--- src/hw/rotPkg.sv ---
`default_nettype none

package rotPkg;

    ////////////////////////////////////////////////
    // Scalar types

    // Raw accelerometer sample
    typedef logic signed [15:0] sample_t;

    // Sine or cosine in Q2.13
    typedef logic signed [15:0] trig_t;

    typedef logic signed [31:0] product_t;  // Full 16x16 product
    typedef logic signed [31:0] axis_t;     // Rotated or bypassed axis

    ////////////////////////////////////////////////
    // Grouped signals

    // Operand pair for one multiplication
    typedef struct packed {
        sample_t a;  // Multiplicand
        trig_t   b;  // Multiplier
    } operands_t;

    // All four partial products of one rotation
    typedef struct packed {
        product_t xSin;
        product_t xCos;
        product_t ySin;
        product_t yCos;
    } productSet_t;

endpackage

`default_nettype wire

--- src/hw/boothMult.sv ---
`timescale 1ns/1ns
`default_nettype none

module boothMult (
    input  logic              clk,
    input  logic              rst,
    input  logic              start,
    input  rotPkg::operands_t operands,
    output rotPkg::product_t  product,
    output logic              busy
);

    ////////////////////////////////////////////////
    // Datapath registers

    // One guard bit on the accumulator so that adding the
    // most negative multiplicand cannot overflow
    logic signed [16:0] acc;
    logic signed [16:0] mcand;
    logic [15:0]        mulQ;      // Multiplier, consumed LSB first
    logic               qExtra;    // Booth bit Q(-1)
    logic [3:0]         iterCount;

    logic signed [16:0] partial;
    logic signed [33:0] shifted;
    logic               accept;

    assign accept = start && !busy;

    ////////////////////////////////////////////////
    // One Booth step

    always_comb begin
        case ({mulQ[0], qExtra})
            2'b01:   partial = acc + mcand;   // End of a run of ones
            2'b10:   partial = acc - mcand;   // Start of a run of ones
            default: partial = acc;
        endcase
        // Arithmetic shift of {A, Q, Q-1} as one register
        shifted = $signed({partial, mulQ, qExtra}) >>> 1;
    end

    ////////////////////////////////////////////////
    // Iteration control

    always_ff @(posedge clk) begin
        if (rst) begin
            busy      <= 1'b0;
            iterCount <= '0;
        end else if (!busy) begin
            if (start) begin
                busy      <= 1'b1;
                iterCount <= '0;
            end
        end else begin
            iterCount <= iterCount + 4'd1;
            if (iterCount == 4'd15) begin
                busy <= 1'b0;  // Sixteenth step done
            end
        end
    end

    // Operand load and shift
    always_ff @(posedge clk) begin
        if (accept) begin
            acc    <= '0;
            mcand  <= {operands.a[15], operands.a};
            mulQ   <= operands.b;
            qExtra <= 1'b0;
        end else if (busy) begin
            acc    <= shifted[33:17];
            mulQ   <= shifted[16:1];
            qExtra <= shifted[0];
        end
    end

    // Low 32 bits of {A, Q}; stays put once busy drops
    assign product = rotPkg::product_t'({acc[15:0], mulQ});

endmodule

`default_nettype wire

--- src/hw/rotCombine.sv ---
`timescale 1ns/1ns
`default_nettype none

module rotCombine #(
    parameter int FRAC_BITS = 13
) (
    input  logic                clk,
    input  logic                rst,
    input  logic                combine,
    input  rotPkg::productSet_t products,
    output rotPkg::axis_t       xRot,
    output rotPkg::axis_t       yRot,
    output logic                done
);

    rotPkg::axis_t xSum;
    rotPkg::axis_t ySum;
    logic          sumValid;

    ////////////////////////////////////////////////
    // Stage one

    // Rotation sums still in Q.13 scale
    always_ff @(posedge clk) begin
        if (combine) begin
            xSum <= products.xCos - products.ySin;  // X*cos - Y*sin
            ySum <= products.xSin + products.yCos;  // X*sin + Y*cos
        end
    end

    ////////////////////////////////////////////////
    // Stage two

    // Truncating arithmetic shift back to sample scale
    always_ff @(posedge clk) begin
        if (rst) begin
            sumValid <= 1'b0;
            done     <= 1'b0;
            xRot     <= '0;
            yRot     <= '0;
        end else begin
            sumValid <= combine;
            done     <= sumValid;
            if (sumValid) begin
                xRot <= xSum >>> FRAC_BITS;
                yRot <= ySum >>> FRAC_BITS;
            end
        end
    end

endmodule

`default_nettype wire

--- src/hw/rotSequencer.sv ---
`timescale 1ns/1ns
`default_nettype none

module rotSequencer (
    input  logic                clk,
    input  logic                rst,
    input  logic                enable,
    input  rotPkg::sample_t     accX,
    input  rotPkg::sample_t     accY,
    input  rotPkg::trig_t       sinVal,
    input  rotPkg::trig_t       cosVal,
    input  logic                mulBusy,
    input  rotPkg::product_t    mulProduct,
    output rotPkg::operands_t   operands,
    output logic                start,
    output rotPkg::productSet_t products,
    output logic                combine,
    input  logic                done,
    output logic                busy
);

    // Capture happens on the edge that leaves stWait, in the
    // cycle the multiplier first shows busy low
    typedef enum logic [2:0] {
        stIdle,
        stIssue,
        stWait,
        stCombine,
        stFinish
    } seqState_t;

    seqState_t       state;
    logic [1:0]      prodIdx;   // 0 xSin, 1 xCos, 2 ySin, 3 yCos

    rotPkg::sample_t xSnap;
    rotPkg::sample_t ySnap;
    rotPkg::trig_t   sinSnap;
    rotPkg::trig_t   cosSnap;

    logic            accept;
    logic            captureNow;
    logic            lastProd;

    assign accept     = (state == stIdle) && enable;
    assign captureNow = (state == stWait) && !mulBusy;
    assign lastProd   = (prodIdx == 2'd3);

    ////////////////////////////////////////////////
    // Control FSM

    always_ff @(posedge clk) begin
        if (rst) begin
            state   <= stIdle;
            prodIdx <= '0;
        end else begin
            case (state)
                stIdle: begin
                    if (enable) begin
                        state   <= stIssue;
                        prodIdx <= '0;
                    end
                end
                stIssue: begin
                    state <= stWait;   // Multiplier raises busy on this edge
                end
                stWait: begin
                    if (!mulBusy) begin
                        if (lastProd) begin
                            state <= stCombine;
                        end else begin
                            state   <= stIssue;
                            prodIdx <= prodIdx + 2'd1;
                        end
                    end
                end
                stCombine: begin
                    state <= stFinish;
                end
                stFinish: begin
                    if (done) begin
                        state <= stIdle;
                    end
                end
                default: begin
                    state <= stIdle;
                end
            endcase
        end
    end

    ////////////////////////////////////////////////
    // Input snapshot and product store

    always_ff @(posedge clk) begin
        if (accept) begin
            xSnap   <= accX;
            ySnap   <= accY;
            sinSnap <= sinVal;
            cosSnap <= cosVal;
        end
    end

    always_ff @(posedge clk) begin
        if (captureNow) begin
            case (prodIdx)
                2'd0:    products.xSin <= mulProduct;
                2'd1:    products.xCos <= mulProduct;
                2'd2:    products.ySin <= mulProduct;
                default: products.yCos <= mulProduct;
            endcase
        end
    end

    // Operand pair follows the index, steady through the wait
    always_comb begin
        case (prodIdx)
            2'd0: begin
                operands.a = xSnap;
                operands.b = sinSnap;
            end
            2'd1: begin
                operands.a = xSnap;
                operands.b = cosSnap;
            end
            2'd2: begin
                operands.a = ySnap;
                operands.b = sinSnap;
            end
            default: begin
                operands.a = ySnap;
                operands.b = cosSnap;
            end
        endcase
    end

    assign start   = (state == stIssue);    // Single cycle per product
    assign combine = (state == stCombine);
    assign busy    = (state != stIdle);

endmodule

`default_nettype wire

--- src/hw/tiltRotator.sv ---
`timescale 1ns/1ns
`default_nettype none

module tiltRotator #(
    parameter int FRAC_BITS = 13
) (
    input  logic            clk,
    input  logic            rst,
    input  logic            enable,
    input  rotPkg::sample_t accX,
    input  rotPkg::sample_t accY,
    input  rotPkg::sample_t accZ,
    input  rotPkg::trig_t   sinVal,
    input  rotPkg::trig_t   cosVal,
    output rotPkg::axis_t   xRot,
    output rotPkg::axis_t   yRot,
    output rotPkg::axis_t   zRot,
    output logic            busy
);

    rotPkg::operands_t   mulOperands;
    logic                mulStart;
    rotPkg::product_t    mulProduct;
    logic                mulBusy;
    rotPkg::productSet_t products;
    logic                combine;
    logic                done;

    rotSequencer u_rotSequencer (
        .clk        (clk),
        .rst        (rst),
        .enable     (enable),
        .accX       (accX),
        .accY       (accY),
        .sinVal     (sinVal),
        .cosVal     (cosVal),
        .mulBusy    (mulBusy),
        .mulProduct (mulProduct),
        .operands   (mulOperands),
        .start      (mulStart),
        .products   (products),
        .combine    (combine),
        .done       (done),
        .busy       (busy)
    );

    boothMult u_boothMult (
        .clk      (clk),
        .rst      (rst),
        .start    (mulStart),
        .operands (mulOperands),
        .product  (mulProduct),
        .busy     (mulBusy)
    );

    rotCombine #(
        .FRAC_BITS (FRAC_BITS)
    ) u_rotCombine (
        .clk      (clk),
        .rst      (rst),
        .combine  (combine),
        .products (products),
        .xRot     (xRot),
        .yRot     (yRot),
        .done     (done)
    );

    assign zRot = rotPkg::axis_t'(accZ);  // Z skips the rotation

endmodule

`default_nettype wire
--- config.mk ---
export PLATFORM = sky130hd
export DESIGN_NAME = tiltRotator
export DESIGN_NICKNAME = d
export VERILOG_FILES = /design/src/hw/rotPkg.sv /design/src/hw/boothMult.sv /design/src/hw/rotCombine.sv /design/src/hw/rotSequencer.sv /design/src/hw/tiltRotator.sv
export SDC_FILE = /design/constraint.sdc
export NUM_CORES = 1
export LEC_CHECK = 0
export ABC_CLOCK_PERIOD_IN_PS = 6000
export BUFFER_PORTS_ARGS = -buffer_cell sky130_fd_sc_hd__buf_2
export CAP_MARGIN = 10
export CORE_MARGIN = 3
export CORE_UTILIZATION = 45
export DETAILED_ROUTE_END_ITERATION = 8
export PLACE_DENSITY = 0.67
export SLEW_MARGIN = 20
export SYNTH_ARGS = -nofsm -noshare
export SYNTH_HDL_FRONTEND = slang
export SYNTH_HIERARCHICAL = 1
export SYNTH_SLANG_ARGS = --single-unit
--- constraint.sdc ---
create_clock -name clk -period 6 [get_ports clk]
set_input_delay 1.2 -clock clk [delete_from_list [all_inputs] [get_ports clk]]
set_output_delay 1.2 -clock clk [all_outputs]
set_load 0.05 [all_outputs]
==> impl_metrics.env, run 1 <==
export IMPL_status="finished clean"
export IMPL_crit_arrival_ps=4220
export IMPL_area_delta_synth_final_pct=12.6
export IMPL_synth_simple_gate_area_share_pct=7.69
export IMPL_post_cts_setup_buffers=0
export IMPL_die_area_um2=35400
export IMPL_io_buffers=131
export IMPL_drive_gt1_share_pct=20.6
export IMPL_tns_ps=0
export IMPL_start_util_pct=45.7
export IMPL_powerDensity_nw_per_um2=351
export IMPL_cts_resized=0
export IMPL_num_antenna_cells=0
export IMPL_final_nets=1382
export IMPL_synth_largest_area_cell="edfxtp_1"
export IMPL_crit_type="reg2reg"
export IMPL_slowest_stage="a222oi_1"
export IMPL_path_cells="or3_1 > nor4_1 > a21oi_1 > xnor2_1 > ha_1 > a21oi_1 > nand2_1 > o31a_1 > o41a_1 > a222oi_1 > a21oi_1 > xor2_1 > a211o_1"
export IMPL_yosys_cell_count_top_type="edfxtp_1"
export IMPL_rsz0062_at_grt="no"
export IMPL_die_w_um=188
export IMPL_slew_limit_headroom_pct=30.9
export IMPL_drc=0
export IMPL_ys_types=69
export IMPL_gp_congestion=0.816
export IMPL_clk_path_buf_depth=3
export IMPL_final_antenna_net_count=0
export IMPL_slew_violations=0
export IMPL_vias=8510
export IMPL_crit_start="u_boothMult/mcand[3]"
export IMPL_cp_required_ps=6390
export IMPL_ys_flop_type="edfxtp_1"
export IMPL_ir_drop_uv=254
export IMPL_wl_per_cell_um=15.0
export IMPL_drtIter0Drc=540
export IMPL_synth_area_mux_share_pct=5.24
export IMPL_grt_pass1_vias=8367
export IMPL_dp_hpwl_mm=17.7
export IMPL_cts_hold_buf=0
export IMPL_hold_violations=0
export IMPL_synth_area_leaders="edfxtp_1, dfxtp_1, ha_1"
export IMPL_yosys_warnings=6
export IMPL_synth_nets=1294
export IMPL_cts_tree="done"
export IMPL_fin_crit_sh_pct=63.8
export IMPL_firstDrtPassIters=5
export IMPL_grtUsageTotal_pct=14.4
export IMPL_cts_clk_slew_worst_paths_ps=60
export IMPL_cp_slowest_stage_delay_ps=560
export IMPL_grt_overflow_total=0
export IMPL_synthTopCellsByCount="edfxtp_1, nor2_1, ha_1, dfxtp_1, buf_4"
export IMPL_synth_adder_area_share_pct=7.18
export IMPL_finalPower_mw=5.89
export IMPL_syn_inst=1126
export IMPL_synth_top_family_by_area="compound AO/OA/AOI/OAI gates"
export IMPL_cp_max_fo=5
export IMPL_synth_xor_area_share_pct=3.64
export IMPL_cpMostUsedCell="a21oi_1"
export IMPL_synth_seq_cells=329
export IMPL_endpoint_kind="flip-flop"
export IMPL_netlist_area_leader_share_pct=52.8
export IMPL_post_route_min_period_ps=3830
export IMPL_tightest_slew_ps=1030
export IMPL_maxCapViolations=0
export IMPL_synth_edf_count=262
export IMPL_min_delay_path_class="reg2reg"
export IMPL_wl_mm=25.2
export IMPL_max_freq_ghz=0.261
export IMPL_finalSetupViolations=0
export IMPL_cts_root_buffer="clkbuf_16"
export IMPL_antenna_found_initial=0
export IMPL_h_tree_depth=2
export IMPL_p_leak_nw=6.53
export IMPL_vias_per_cell=5.06
export IMPL_nFillCells=2777
export IMPL_rows=66
export IMPL_insertion_delay_ps=510
export IMPL_clkSinkCount=329
export IMPL_r2r_start="u_boothMult/mcand[3]"
export IMPL_syn_area_per_cell_um2=13.2
export IMPL_coreArea_um2=32600
export IMPL_io_pins=180
export IMPL_hold_start="u_boothMult/qExtra"
export IMPL_finClkSkew_ps=10.3
export IMPL_synth_compound_area_share_pct=9.49
export IMPL_cts_buffers=36
export IMPL_die_h_um=188
export IMPL_grt_pass1_wl_mm=42.0
export IMPL_grt_start_max_net_pins=47
export IMPL_synth_area_um2=14900
export IMPL_critPathLaunchType="flip-flop"
export IMPL_ys_async_sr_fraction_pct=0
export IMPL_ys_seq_area_share_pct=61.8
## cell type report
type | instances | area, um2 | area share (%)
clock inverters | 14 | 134 | 0.797
multi-input cells | 659 | 4980 | 29.6
well taps | 442 | 553 | 3.29
repair buffers | 137 | 701 | 4.17
flip-flops and latches | 329 | 9210 | 54.8
inverters | 51 | 191 | 1.14
clock buffers | 50 | 1020 | 6.10
## flip-flops by register name, indices dropped and copies added (netlist names)
register                 count
u_rotCombine/sumValid        1
u_rotSequencer/products    128
u_rotSequencer/ySnap        16
u_rotSequencer/xSnap        16
u_rotSequencer/cosSnap      16
u_rotCombine/xRot           19
u_rotSequencer/state         3
u_rotCombine/xSum           19
u_boothMult/busy             1
u_rotSequencer/sinSnap      16
u_rotSequencer/prodIdx       2
u_boothMult/acc             16
u_boothMult/mulQ            16
u_rotCombine/done            1
u_rotCombine/ySum           19
u_boothMult/mcand           16
u_boothMult/qExtra           1
u_boothMult/iterCount        4
u_rotCombine/yRot           19
## layout by cell type (no fill, tap or decap), types with 6 or more instances in the layout
master	n
edfxtp_1	262
buf_2	131
nor2_1	89
ha_1	84
dfxtp_1	66
a21oi_1	58
inv_1	49
xnor2_1	48
nand2_1	41
mux2i_1	41
clkbuf_16	37
mux2_2	33
o21ai_0	22
a21o_1	21
a22o_1	20
nor3_1	19
xor2_1	14
nand3_1	13
a31oi_1	12
nand2b_1	12
nor2b_1	12
clkbuf_1	8
nor3b_1	8
and3_1	8
o21ai_1	8
nand4_1	8
o21a_1	7
clkinv_2	6
buf_4	6
## where the power goes
group / total [mW] / leakage (nW) / switching (mW) / internal, mW
registers: 2.86 / 2.96 / 0.172 / 2.69
clock network: 2.13 / 0.572 / 0.846 / 1.28
logic: 0.894 / 2.99 / 0.483 / 0.410
total: 5.89 / 6.53 / 1.50 / 4.38
## worst paths after layout
check | slack (ps) | cells after the start | endpoint
max | 2170 | 13 | u_boothMult/acc[12]
max reg2reg | 2170 | 13 | u_boothMult/acc[12]
min reg2reg | 480 | 2 | u_boothMult/qExtra
min | 480 | 2 | u_boothMult/qExtra
## kinds of logic (layout without fill, tap and decap cells)
logic type,count (synthesis),in the layout
and+or+nand+nor,235,235
xor gates and xnor gates,62,62
AOI/OAI and AO/OA,203,203
adders and majority gates,85,85
DFF,329,329
muxes,74,74
buffers and inverters,138,252
## routing by layer
layer	vias to the layer above	global-route usage (%)	share of wire [%]
met2	228	22.2	43
met5	-	0	0
met4	0	4.30	2.3
li1	4291	-	-
met1	3944	21.1	49
met3	47	2.49	6.0
## through the flow
stage               setup slack [ps]  hold slack, ps  util [%]  area, um2  std cells
floorplan                       1760             450         -      14900       1126
global placement                2280             462      47.9      15600       1618
detailed placement              2260             470      47.9      15600       1618
CTS                             2240             481      51.5      16800       1682
global route                    1900             504      51.5      16800       1682
finish                          2170             480      51.5      16800       1682
## worst max-delay path: cells and delay by family, from the launching register on
family,cells,cell delay [ps]
xor+xnor,2,340
simple gates,3,910
flops,1,420
fa+ha+maj,1,340
compound gates,7,1710
Note: power is estimated with default switching activity, not from simulation.
==> run 2: changes to the inputs <==
Settings changed: ABC_CLOCK_PERIOD_IN_PS 6000 to 3400.
Clock period 6 ns to 3.4 ns, I/O delays scaled along.
==> impl_metrics.env, run 2 (synthesized netlist as in run 1, its figures left out) <==
export IMPL_violations="setup timing"
export IMPL_drtIter0Drc=488
export IMPL_multi_input_area_um2=5040
export IMPL_cts_buffers=37
export IMPL_grt_pass1_vias=8484
export IMPL_clk_path_buf_depth=3
export IMPL_clockPowerShare_pct=36.3
export IMPL_coreArea_um2=32600
export IMPL_dp_hpwl_mm=18.1
export IMPL_clkSinkCount=329
export IMPL_die_area_um2=35400
export IMPL_finClkSkew_ps=14.1
export IMPL_finalSetupViolations=3
export IMPL_vias=8662
export IMPL_grt_start_max_net_pins=49
export IMPL_slew_limit_headroom_pct=34.9
export IMPL_fin_crit_sh_pct=101
export IMPL_wl_mm=25.9
export IMPL_internal_power_mw=8.02
export IMPL_cts_root_buffer="clkbuf_16"
export IMPL_vias_per_cell=5.06
export IMPL_start_util_pct=45.7
export IMPL_final_common_cell="edfxtp_1"
export IMPL_rows=66
export IMPL_cts_clk_slew_worst_paths_ps=60
export IMPL_cts_hold_buf=0
export IMPL_die_h_um=188
export IMPL_slew_violations=0
export IMPL_nFillCells=2720
export IMPL_cp_max_fo=5
export IMPL_hold_violations=0
export IMPL_grtUsageTotal_pct=14.6
export IMPL_critPathLaunchType="flip-flop"
export IMPL_antenna_found_initial=0
export IMPL_layout_common_cells="edfxtp_1, buf_2, nor2_1"
export IMPL_maxCapViolations=0
export IMPL_die_w_um=188
export IMPL_powerDensity_nw_per_um2=630
export IMPL_io_pins=180
export IMPL_post_place_ws_ps=-14.9
export IMPL_gp_congestion=0.837
export IMPL_cp_required_ps=3810
export IMPL_ir_drop_uv=460
export IMPL_final_antenna_net_count=0
export IMPL_final_nets=1408
export IMPL_h_tree_depth=2
export IMPL_final_seq_area_um2=9210
export IMPL_p_leak_nw=6.72
export IMPL_finalPower_mw=10.8
export IMPL_drive_gt1_share_pct=23.2
export IMPL_crit_arrival_ps=3850
export IMPL_regMostFlops="u_rotSequencer/products"
export IMPL_tightest_slew_ps=976
export IMPL_power_share_combinational_pct=16.8
export IMPL_io_buffers=131
export IMPL_seqPwrFrac_pct=46.8
export IMPL_min_delay_path_class="in2reg"
export IMPL_max_freq_ghz=0.291
export IMPL_insertion_delay_ps=520
export IMPL_firstDrtPassIters=5
export IMPL_cts_tree="done"
export IMPL_worst_slack_ps=-39.6
export IMPL_crit_type="reg2reg"
export IMPL_grt_pass1_wl_mm=42.7
export IMPL_rsz0062_at_grt="yes"
export IMPL_largest_reg_flops=128
export IMPL_p_sw_share_pct=25.7
export IMPL_grt_overflow_total=0
export IMPL_endpoint_kind="flip-flop"
export IMPL_post_route_min_period_ps=3440
export IMPL_switchingPower_mw=2.78
export IMPL_area_delta_synth_final_pct=15.0
export IMPL_drc=0
export IMPL_wl_per_cell_um=15.1
export IMPL_status="complete, but fails checks"
export IMPL_num_antenna_cells=0
==> run 2: final timing paths <==
path                                            start                         to  slack, ps  depth (start not counted)
worst max-delay path             u_boothMult/mcand[2]        u_boothMult/acc[12]        -40                         13
worst min-delay path                        sinVal[8]  u_rotSequencer/sinSnap[8]        330                          1
worst max register to register   u_boothMult/mcand[2]        u_boothMult/acc[12]        -40                         13
worst min register to register  u_rotCombine/xSum[23]      u_rotCombine/xRot[10]        480                          2
==> run 2: layer usage <==
metal	track usage [%]	wire (um)	vias up
met5	0	0	-
met4	4.36	505	0
met3	2.47	1490	47
met2	22.7	11400	227
met1	21.1	12500	4046
li1	-	-	4342
==> run 2: power groups by stage <==
stage	clock, mW	sequential [mW]	combinational (mW)
6_report	3.92	5.06	1.82
5_1_grt	4.20	5.10	2.02
4_1_cts	4.03	5.06	1.65
3_5_place_dp	0	5.15	1.63
3_3_place_gp	0	5.12	1.59
2_1_floorplan	0	5.00	1.38
==> run 2: repair_timing <==
| item | in CTS | in global routing |
|---|---|---|
| setup endpoints to repair | 1 | 6 |
| buffers inserted | 0 | 10 |
| cloned | 0 | 0 |
| endpoints found under the hold margin | 0 | 0 |
| gates resized for setup | 1 | 20 |
| pin swaps | 0 | 18 |
==> run 2: worst max-delay path: stages (launching register included) <==
cell and delay [ps]:
edfxtp_1 380, or3_4 430, nor4_2 160, buf_4 160, a21oi_2 50, xnor2_1 190
ha_1 310, and3_4 210, o31a_1 270, o41a_1 130, a222oi_1 450, a21oi_1 150
xor2_1 160, a211o_1 280
==> run 2: through the flow <==
stage / cell area [um2] / setup TNS [ps] / util, % / std cells / hold slack [ps]
floorplan: 14900 / 0 / - / 1126 / 450
global placement: 15800 / 0 / 48.3 / 1633 / 462
detailed placement: 15800 / -14.9 / 48.3 / 1633 / 471
CTS: 17000 / 0 / 52.1 / 1701 / 310
global route: 17200 / -864 / 52.6 / 1711 / 308
finish: 17200 / -85.2 / 52.6 / 1711 / 334
==> run 2: cell type report <==
cell class                      instances  share of cell area [%]
Clock buffer                           53                    6.33
Inverter                               51                    1.12
Sequential cell                       329                    53.7
Clock inverter                         15                   0.934
Tap cell                              442                    3.22
Multi-Input combinational cell        659                    29.4
Timing Repair Buffer                  162                    5.30
